### src/verilog/fm_pkg.sv
package fm_pkg;

    localparam int REG_W      = 8;
    localparam int NUM_CH     = 6;
    localparam int BUSY_TICKS = 32;

    // Part-0 global register numbers
    localparam logic [REG_W-1:0] REG_TEST     = 8'h21;
    localparam logic [REG_W-1:0] REG_LFO      = 8'h22;
    localparam logic [REG_W-1:0] REG_TIMA_HI  = 8'h24;
    localparam logic [REG_W-1:0] REG_TIMA_LO  = 8'h25;
    localparam logic [REG_W-1:0] REG_TIMB     = 8'h26;
    localparam logic [REG_W-1:0] REG_TIMER    = 8'h27;
    localparam logic [REG_W-1:0] REG_KEYON    = 8'h28;
    localparam logic [REG_W-1:0] REG_PCM      = 8'h2A;
    localparam logic [REG_W-1:0] REG_PCM_EN   = 8'h2B;
    localparam logic [REG_W-1:0] REG_DAC_TEST = 8'h2C;
    localparam logic [REG_W-1:0] REG_CLK_N6   = 8'h2D;
    localparam logic [REG_W-1:0] REG_CLK_N3   = 8'h2E;
    localparam logic [REG_W-1:0] REG_CLK_N2   = 8'h2F;

    // Register groups (upper nibble) for channel and operator registers
    localparam logic [3:0] GRP_OP_FIRST = 4'h3;   // dt1/mul
    localparam logic [3:0] GRP_OP_LAST  = 4'h9;   // ssg-eg
    localparam logic [3:0] GRP_FNUM     = 4'hA;
    localparam logic [3:0] GRP_ALG_PMS  = 4'hB;

    typedef struct packed {
        logic [3:0] group;
        logic [1:0] op;       // 0=S1, 1=S3, 2=S2, 3=S4
        logic [1:0] ch;
    } reg_fields_t;

    typedef union packed {
        logic [REG_W-1:0] num;
        reg_fields_t      f;
    } reg_addr_u;

    typedef struct packed {
        logic             valid;
        logic             part;
        reg_addr_u        sel;
        logic [REG_W-1:0] data;
    } bus_wr_t;

    typedef struct packed {
        logic [9:0] value_a;
        logic [7:0] value_b;
        logic       load_a;
        logic       load_b;
        logic       irq_en_a;
        logic       irq_en_b;
        logic       clr_flag_a;
        logic       clr_flag_b;
    } timer_ctrl_t;

    typedef struct packed {
        logic       en;
        logic [2:0] freq;
    } lfo_t;

    typedef struct packed {
        logic [8:0] sample;
        logic       en;
        logic       wr;
    } pcm_t;

    typedef struct packed {
        logic eg_stop;
        logic pg_stop;
        logic fast_timers;
    } test_t;

    typedef struct packed {
        logic [2:0] chreg;    // fnum-low, alg, pms
        logic [6:0] opreg;    // dt1, tl, ks_ar, amen_dr, sr, sl_rr, ssgeg
        logic       keyon;
        logic [2:0] ch;
        logic [1:0] op;
    } upd_t;

    typedef logic [1:0] div_sel_t;

endpackage

### src/verilog/fm_bus_latch.sv
`timescale 1ns/1ps

// Two-step host bus where an address phase picks the register and part
// and a data phase carries the byte and fires the strobe
module fm_bus_latch (
    input  logic                     clk,
    input  logic                     rst,
    input  logic                     write,
    input  logic [1:0]               addr,
    input  logic [fm_pkg::REG_W-1:0] din,
    output fm_pkg::bus_wr_t          wr
);

    logic addr_wr;
    logic data_wr;

    assign addr_wr = write && !addr[0];
    assign data_wr = write && addr[0];

    always_ff @(posedge clk) begin
        if (data_wr) begin
            wr.data <= din;             // Payload copy
        end

        if (rst) begin
            wr.valid   <= 1'b0;
            wr.part    <= 1'b0;
            wr.sel.num <= '0;
        end else begin
            wr.valid <= data_wr;        // One cycle per data write
            if (addr_wr) begin
                wr.sel.num <= din;
                wr.part    <= addr[1];
            end
        end
    end

endmodule

### src/verilog/fm_clk_div.sv
`timescale 1ns/1ps

module fm_clk_div (
    input  logic             clk,
    input  logic             rst,
    input  logic             cen,
    input  fm_pkg::div_sel_t div_sel,
    output logic             clk_en
);

    fm_pkg::div_sel_t cur_sel;   // Setting in use until next wrap
    logic [2:0]       cnt;
    logic [2:0]       last;

    // Last count value for /6, /3 and /2
    always_comb begin
        case (cur_sel)
            2'b11, 2'b10: last = 3'd5;
            2'b01:        last = 3'd2;
            default:      last = 3'd1;
        endcase
    end

    always_ff @(posedge clk) begin
        if (rst) begin
            cnt     <= '0;
            cur_sel <= 2'b11;
            clk_en  <= 1'b0;
        end else begin
            clk_en <= cen && (cnt == last);
            if (cen) begin
                if (cnt == last) begin
                    cnt     <= '0;
                    cur_sel <= div_sel;   // New divider only at wrap
                end else begin
                    cnt <= cnt + 3'd1;
                end
            end
        end
    end

endmodule

### src/verilog/fm_busy.sv
`timescale 1ns/1ps

module fm_busy (
    input  logic            clk,
    input  logic            rst,
    input  fm_pkg::bus_wr_t wr,
    input  logic            clk_en,
    output logic            busy
);

    localparam int CNT_W = $clog2(fm_pkg::BUSY_TICKS);
    localparam logic [CNT_W-1:0] LAST_TICK = CNT_W'(fm_pkg::BUSY_TICKS - 1);

    logic [CNT_W-1:0] tick_cnt;

    always_ff @(posedge clk) begin
        if (rst) begin
            busy     <= 1'b0;
            tick_cnt <= '0;
        end else if (wr.valid) begin
            busy     <= 1'b1;           // Restart on every data write
            tick_cnt <= '0;
        end else if (clk_en && busy) begin
            if (tick_cnt == LAST_TICK) begin
                busy <= 1'b0;
            end
            tick_cnt <= tick_cnt + 1'b1;
        end
    end

endmodule

### src/verilog/fm_global_regs.sv
`timescale 1ns/1ps

// Part-0 global registers of the FM core
module fm_global_regs (
    input  logic                clk,
    input  logic                rst,
    input  logic                clk_en,
    input  fm_pkg::bus_wr_t     wr,
    output fm_pkg::timer_ctrl_t timer,
    output fm_pkg::lfo_t        lfo,
    output fm_pkg::pcm_t        pcm,
    output fm_pkg::test_t       test,
    output fm_pkg::div_sel_t    div_sel
);

    logic [fm_pkg::REG_W-1:0] d;
    logic                     glb_wr;

    assign d      = wr.data;
    assign glb_wr = wr.valid && !wr.part;

    always_ff @(posedge clk) begin
        if (rst) begin
            timer   <= '0;
            lfo     <= '0;
            pcm     <= '0;
            test    <= '0;
            div_sel <= 2'b11;           // Power-up is divide by 6
        end else if (glb_wr) begin
            pcm.wr <= (wr.sel.num == fm_pkg::REG_PCM);
            case (wr.sel.num)
                fm_pkg::REG_TEST: begin
                    test.eg_stop     <= d[5];
                    test.pg_stop     <= d[3];
                    test.fast_timers <= d[2];
                end
                fm_pkg::REG_LFO: begin
                    lfo.en   <= d[3];
                    lfo.freq <= d[2:0];
                end
                fm_pkg::REG_TIMA_HI: timer.value_a[9:2] <= d;
                fm_pkg::REG_TIMA_LO: timer.value_a[1:0] <= d[1:0];
                fm_pkg::REG_TIMB:    timer.value_b      <= d;
                fm_pkg::REG_TIMER: begin
                    timer.clr_flag_b <= d[5];
                    timer.clr_flag_a <= d[4];
                    timer.irq_en_b   <= d[3];
                    timer.irq_en_a   <= d[2];
                    timer.load_b     <= d[1];
                    timer.load_a     <= d[0];
                end
                // DAC sample in offset binary with a forced low bit
                fm_pkg::REG_PCM:      pcm.sample    <= {~d[7], d[6:0], 1'b1};
                fm_pkg::REG_DAC_TEST: pcm.sample[0] <= d[3];
                fm_pkg::REG_PCM_EN:   pcm.en        <= d[7];
                // Prescaler commands
                fm_pkg::REG_CLK_N6: div_sel[1] <= 1'b1;
                fm_pkg::REG_CLK_N3: div_sel[0] <= 1'b1;
                fm_pkg::REG_CLK_N2: div_sel    <= 2'b00;
                default: ;
            endcase
        end else if (clk_en && !wr.valid) begin
            // Single-tick bits
            timer.clr_flag_a <= 1'b0;
            timer.clr_flag_b <= 1'b0;
            pcm.wr           <= 1'b0;
        end
    end

endmodule

### src/verilog/fm_update_decode.sv
`timescale 1ns/1ps

// Turns a channel or operator register write into one-hot strobes
module fm_update_decode #(
    parameter int NUM_CH = fm_pkg::NUM_CH
) (
    input  logic            clk,
    input  logic            rst,
    input  fm_pkg::bus_wr_t wr,
    output fm_pkg::upd_t    upd
);

    fm_pkg::reg_fields_t fld;
    logic [2:0]          ch_num;      // 0..5 across both parts
    logic                ch_ok;
    logic [2:0]          chreg_nxt;
    logic [6:0]          opreg_nxt;

    assign fld    = wr.sel.f;
    assign ch_num = {1'b0, fld.ch} + (wr.part ? 3'd3 : 3'd0);
    assign ch_ok  = (fld.ch != 2'd3) && (int'(ch_num) < NUM_CH);

    always_comb begin
        chreg_nxt = '0;
        opreg_nxt = '0;
        if (ch_ok) begin
            if (fld.group >= fm_pkg::GRP_OP_FIRST && fld.group <= fm_pkg::GRP_OP_LAST) begin
                opreg_nxt = 7'd1 << (fld.group - fm_pkg::GRP_OP_FIRST);
            end else if (fld.group == fm_pkg::GRP_FNUM && fld.op == 2'd0) begin
                chreg_nxt = 3'b001;                 // A0-A2
            end else if (fld.group == fm_pkg::GRP_ALG_PMS && fld.op == 2'd0) begin
                chreg_nxt = 3'b010;                 // B0-B2
            end else if (fld.group == fm_pkg::GRP_ALG_PMS && fld.op == 2'd1) begin
                chreg_nxt = 3'b100;                 // B4-B6
            end
        end
    end

    always_ff @(posedge clk) begin
        if (rst) begin
            upd <= '0;
        end else if (wr.valid) begin
            upd.chreg <= chreg_nxt;
            upd.opreg <= opreg_nxt;
            upd.keyon <= !wr.part && (wr.sel.num == fm_pkg::REG_KEYON);
            upd.ch    <= {wr.part, fld.ch};
            upd.op    <= fld.op;
        end
    end

endmodule

### src/verilog/fm_mmr.sv
`timescale 1ns/1ps

module fm_mmr #(
    parameter int NUM_CH = fm_pkg::NUM_CH
) (
    input  logic                    clk,
    input  logic                    rst,
    input  logic                    cen,
    input  logic                    write,
    input  logic [fm_pkg::REG_W-1:0] din,
    input  logic [1:0]              addr,
    output logic                    clk_en,
    output logic                    busy,
    output fm_pkg::timer_ctrl_t     timer,
    output fm_pkg::lfo_t            lfo,
    output fm_pkg::pcm_t            pcm,
    output fm_pkg::test_t           test,
    output fm_pkg::upd_t            upd
);

    fm_pkg::bus_wr_t  bus_wr;
    fm_pkg::div_sel_t div_sel;

    fm_bus_latch u_bus_latch (
        .clk   (clk),
        .rst   (rst),
        .write (write),
        .addr  (addr),
        .din   (din),
        .wr    (bus_wr)
    );

    fm_clk_div u_clk_div (
        .clk     (clk),
        .rst     (rst),
        .cen     (cen),
        .div_sel (div_sel),
        .clk_en  (clk_en)
    );

    fm_busy u_busy (
        .clk    (clk),
        .rst    (rst),
        .wr     (bus_wr),
        .clk_en (clk_en),
        .busy   (busy)
    );

    fm_global_regs u_global_regs (
        .clk     (clk),
        .rst     (rst),
        .clk_en  (clk_en),
        .wr      (bus_wr),
        .timer   (timer),
        .lfo     (lfo),
        .pcm     (pcm),
        .test    (test),
        .div_sel (div_sel)
    );

    fm_update_decode #(
        .NUM_CH (NUM_CH)
    ) u_update_decode (
        .clk (clk),
        .rst (rst),
        .wr  (bus_wr),
        .upd (upd)
    );

endmodule

### config.mk
export PLATFORM = sky130hd
export DESIGN_NAME = fm_mmr
export DESIGN_NICKNAME = d
export VERILOG_FILES = /design/src/verilog/fm_pkg.sv /design/src/verilog/fm_bus_latch.sv /design/src/verilog/fm_clk_div.sv /design/src/verilog/fm_busy.sv /design/src/verilog/fm_global_regs.sv /design/src/verilog/fm_update_decode.sv /design/src/verilog/fm_mmr.sv
export SDC_FILE = /design/constraint.sdc
export NUM_CORES = 1
export LEC_CHECK = 0
export ABC_AREA = 1
export BUFFER_PORTS_ARGS = -buffer_cell sky130_fd_sc_hd__buf_2
export CAP_MARGIN = 20
export CORE_MARGIN = 2
export CORE_UTILIZATION = 30
export CTS_CLUSTER_DIAMETER = 40
export DETAILED_ROUTE_END_ITERATION = 7
export GPL_TIMING_DRIVEN = 0
export PLACE_DENSITY = 0.59
export SETUP_SLACK_MARGIN = 0.4
export SLEW_MARGIN = 40
export SYNTH_ARGS = -nofsm -noshare
export SYNTH_HDL_FRONTEND = slang
export SYNTH_SLANG_ARGS = --single-unit
### constraint.sdc
create_clock -name clk -period 1.4 [get_ports clk]
set_clock_uncertainty 0.15 [all_clocks]
set_input_delay 0.14 -clock clk [delete_from_list [all_inputs] [get_ports clk]]
set_output_delay 0.14 -clock clk [all_outputs]
set_load 0.005 [all_outputs]
* Word level (Yosys, flattened, before mapping)
Cells that the tools add are included.
** Operators by class
- Shift operators :: 1
- Multipliers :: 0
- Bitwise gates (word level) :: 1
- Multiplexer cells :: 21
- Div/mod/pow operators :: 0
- Add/subtract/negate cells :: 4
- Reductions and logical operators :: 38
- Equal/unequal tests :: 23
- $lt $le $gt $ge :: 3
** Operator list (number)
- == test 8 x 6 -> 1 bit, second input constant :: 13
- AND reduction 2 bit :: 14
- two-way mux 3 bit :: 6
- two-way mux 7 bit :: 2
- logical AND 1 bit :: 12
- nonzero test 2 bit :: 6
- == test 4 bit, second input constant :: 2
- two-way mux 2 bit :: 4
- left shift 1 x 4 -> 7 bit, first input constant :: 1
- case mux 1 bit (2 select lines) :: 3
- case mux 3 bit (2 select lines) :: 1
- adder 5 x 1 -> 5 bit, second input constant :: 1
- == test 5 bit, second input constant :: 1
- two-way mux 1 bit :: 5
- == test 2 x 1 -> 1 bit, second input constant :: 2
- == test 2 bit, second input constant :: 2
- >= comparator 4 x 2 -> 1 bit, second input constant :: 1
- <= comparator 4 bit, second input constant :: 1
- != test 2 bit, second input constant :: 2
- OR reduction 2 bit :: 2
- subtractor 4 x 2 -> 4 bit, second input constant :: 1
- adder 2 x 3 -> 3 bit :: 1
- adder 3 x 1 -> 3 bit, second input constant :: 1
- == test 3 bit :: 1
- 4 further kinds :: 6
** Word-level totals
- Logic and storage cells :: 125
- Input bits :: 14
- Register bits :: 90
- RAM bits :: 0
- Bits in read-only memories :: 0
- Latch bits :: 0
- Memories :: 0
- Output and inout bits :: 60

* Logic depth before layout (Yosys ltp)
- Word-level depth :: 7
- Gate-level depth with buffers :: 8

* Modules after synthesis
A second synthesis with hierarchy kept.
** Second synthesis, totals
- Cells, all modules :: 539
- Area total of the unflattened synthesis :: 3987.6 um^2
** By module, submodules not included
- fm_global_regs :: cells each 287, instances 1, sequential area each 880.8 um^2, area an instance 1975.6 um^2
- fm_update_decode :: cells each 102, instances 1, sequential area each 320.3 um^2, area an instance 744.5 um^2
- fm_bus_latch :: cells each 71, instances 1, sequential area each 440.4 um^2, area an instance 689.4 um^2
- fm_clk_div :: cells each 42, instances 1, sequential area each 120.1 um^2, area an instance 297.8 um^2
- fm_busy :: cells each 37, instances 1, sequential area each 120.1 um^2, area an instance 280.3 um^2

* Least setup slack after synthesis
OpenSTA, ideal clock, no wires.
- Path type :: reg2reg
- Start point :: register, netlist name u_bus_latch.wr[15]
- End point :: register, netlist name u_global_regs.pcm[2]
- Setup time :: 115 ps
- Buffers on the path :: 1
- Period minus slack after synthesis :: 1356 ps
- Path slack :: 44 ps
- Arrival time :: 1091 ps
- Stages on the path, launching flop included :: 8
- Cell sequence :: dfxtp_1 -> inv_1 -> nand2_2 -> nor2_8 -> nand3_4 -> buf_6 -> a21oi_1 -> nor2_1
** Between the ends
- Word-level cells in the longest chain between the ends :: 3
** Ends and longest elaborated chain
- == test 8 x 6 -> 1 bit :: line fm_global_regs.sv:31 : case (wr.sel.num)
- nonzero test 2 bit (no source line)
- AND reduction 2 bit (no source line)
Several ways; a longest one is shown, not always the timed one.
A chain may end at the register's enable or synchronous reset.

* Worst setup path in the final report
- Start point :: register, netlist name u_bus_latch.wr[15]
- End point :: register, netlist name u_global_regs.timer[20]
** Between the ends
- Word-level cells in the longest chain between the ends :: 2
** Ends and longest elaborated chain (line)
- == test 8 x 6 -> 1 bit :: fm_global_regs.sv:31
- AND reduction 2 bit (no source line)
No other way between the ends.

==> results.ini <==
[logic_synthesis]
ys_types=31
synth_top_area_share_pct=44.3
yosys_most_used_dff=dfxtp_1
yosysTopAreaCell=dfxtp_1
yosys_warnings=0
yosysMostFrequentCell=nand2_1
avgSynthCellArea_um2=7.65
netlist_instances=484
synth_area_mm2=0.00370
synth_area_leaders=dfxtp_1, nand2_1, nor2_1
synth-seq-area-share_pct=50.8
syn_nets=501
synthArstFlopShare_pct=0
synth_common_cells=nand2_1, nor2_1, dfxtp_1
synth-edff-count=8
synth_seq_cells=90

[setup_path]
cp_cell_sequence=inv_2, nand2_4, nor2_8, buf_6, nand3b_4, buf_4, nand2_1, nand2_1, nor2_1
setup.worst_path.class=register to register
cp-startpoint=u_bus_latch.wr[15]
rrSetupSlack_ns=-0.11
critical_path.startpoint_type=register
max_stage_delay_ns=0.33
cp-endpoint=u_global_regs.timer[20]
slowest_stage=dfxtp_2
regToRegEndpoint=u_global_regs.timer[20]
cp.arrival_ns=1.63
crit_path_frequent_cell=nand2_1
timing.critical_path.buf_inv=3
end_kind=register
reg2reg_from=u_bus_latch.wr[15]
crit_family=simple AND/OR/NAND/NOR gates
required_ns=1.52
path_depth=9
path_max_fanout=7
reg2reg_depth=9

[placement]
post-place-ws_ns=-0.112
port_buffers=73
hpwl_um=7100
gp_congestion=0.748

[global_routing]
grt_max_degree=15
track_usage_pct=16.2
grt_overflow_total=0
grt_pass1_vias=3451
antenna_found_initial=0
grt_pass1_wl_um=16600

[route]
wl_um=11200
num_vias=3682
wl_per_cell_um=14.0
firstDrtPassIters=4
ant_nets=0
drtIter0Drc=87
viasPerCell=4.61
drc=0

[outcome]
status=complete, but fails checks
violations=negative setup slack

[floorplanning]
die-area_mm2=0.0133
rows=40
start_util_pct=30.8
die_w_um=115
die_h_um=115
core_area_mm2=0.0120
ioPinCount=74

[clock_tree]
cts_tree=yes
cts_buffers=9
insertion_delay_ns=0.34
clk_pin_slew_ns=0.07
cts_root_buf=clkbuf_16
cts.sinks=90
htreeDepth=3
clockBufferDepth=2

[final_layout]
drive_above_1_share_pct=59.1
multi_input_area_mm2=0.00202
nFillCells=1087
num_antenna_cells=0
final_util_pct=51.0
final_nets=663
area_growth_pct=65.4
regArea_mm2=0.00199

[pwr]
pwr_density_cell_mw_per_mm2=906
ir_worst_vdd_mv=0.507
p_leak_nw=2.86

[sta]
finalCritPeriodShare_pct=108
fin_crit_ns=1.51
max_freq_mhz=662
worst_slack_ns=-0.111
relSlewSlack_pct=66.2
totalNegativeSetupSlack_ns=-1.82
tightest_slew_ns=0.507
rsz0062_at_grt=true
maxSlewViolCount=0
setup_violations=32
timing_hold_violations_final=0

[worst_hold_path]
worstHoldPathCells=4
min_path_type=input port to register

[job]
drv_cap=0

-- per-stage QoR --
step | cell area (µm²) | power [W] | cells | hold WS (ns)
2_1_floorplan | 3790 | 0.00295 | 484 | 0.0889
3_3_place_gp | 4340 | 0.00306 | 704 | 0.183
3_5_place_dp | 4340 | 0.00307 | 704 | 0.182
4_1_cts | 5570 | 0.00548 | 775 | 0.00178
5_1_grt | 6120 | 0.00573 | 798 | 0.0264
6_report | 6120 | 0.00555 | 798 | 0.00841
-- flip-flops by register name, summed over array words and instances (netlist names), 3 cells and up --
signal	count
u_global_regs.timer	24
u_bus_latch.wr	18
u_update_decode.upd	16
u_global_regs.pcm	11
u_busy.tick_cnt	5
u_global_regs.lfo	4
u_clk_div.cnt	3
u_global_regs.test	3
-- layout make-up --
class,instances,share of cell area (%)
plain buffers,14,1.86
clock buffers,12,4.21
clock inverters,4,0.409
inverters,66,4.43
multi-input cells,314,33.0
flip-flops and latches,90,32.5
well taps,147,3.00
repair buffers,151,20.6
-- layer usage --
layer	GRT usage, %	part of all wire, %	vias up
li1	-	-	1852
met2	27.3	49	87
met5	0	0	-
met4	7.63	2.9	0
met3	3.69	4.7	27
met1	19.8	43	1716
-- worst min-delay path by stage --
stage          startpoint  slack [ns]           endpoint
2_1_floorplan      din[0]        0.09  u_bus_latch.wr[0]
3_3_place_gp       din[5]        0.18  u_bus_latch.wr[5]
3_5_place_dp       din[5]        0.18  u_bus_latch.wr[5]
4_1_cts               cen       0.002   u_clk_div.cnt[0]
5_1_grt               cen        0.03   u_clk_div.cnt[0]
6_report              cen       0.008   u_clk_div.cnt[0]
-- tightest hold or removal path: cells and delay by family --
family	cells	cell delay, ns
compound gates	1	0.05
buf+inv	2	0.19
simple gates	1	0.08
-- cells by family (layout without fill, tap and decap cells) --
group | after synthesis | in the layout | synth area share, %
adder cells (fa/ha/maj) | 3 | 3 | 1.01
buffers and inverters | 80 | 247 | 9.05
flip-flops | 90 | 90 | 50.8
AO/OA/AOI/OAI | 66 | 66 | 9.32
AND/OR/NAND/NOR | 243 | 243 | 29.3
XOR/XNOR | 2 | 2 | 0.473
-- cells in the final DEF (no fill, tap or decap), types with 7 or more instances in the layout --
master | synthesis | layout
nand3_1 | 16 | 7
nand3_2 | 2 | 8
nor2_4 | 2 | 13
clkbuf_16 | 0 | 10
inv_1 | 61 | 52
edfxtp_1 | 8 | 8
nor2_2 | 2 | 19
nand4_1 | 7 | 7
inv_2 | 4 | 8
o21ai_1 | 2 | 12
nand2_1 | 105 | 61
nand2_2 | 4 | 35
buf_2 | 4 | 50
a21oi_1 | 31 | 17
o21ai_2 | 0 | 11
dlygate4sd3_1 | 0 | 11
buf_6 | 4 | 48
dfxtp_1 | 82 | 9
nand2_4 | 1 | 13
nor2_1 | 95 | 67
buf_4 | 0 | 45
a21oi_2 | 0 | 14
dfxtp_2 | 0 | 67
-- where the power goes --
group | switching, W | internal (W)
sequential | 0.0000767 | 0.00265
combinational | 0.000295 | 0.000233
clock | 0.000990 | 0.00131
total | 0.00136 | 0.00419
-- repair_timing --
item,in CTS,in global routing
setup endpoints to repair,136,142
pin swaps,46,41
hold endpoints to repair,18,0
setup buffers,39,23
gates resized for setup,174,110
hold buffers,11,0
gates cloned,5,0
(Power assumes the default switching activity.)
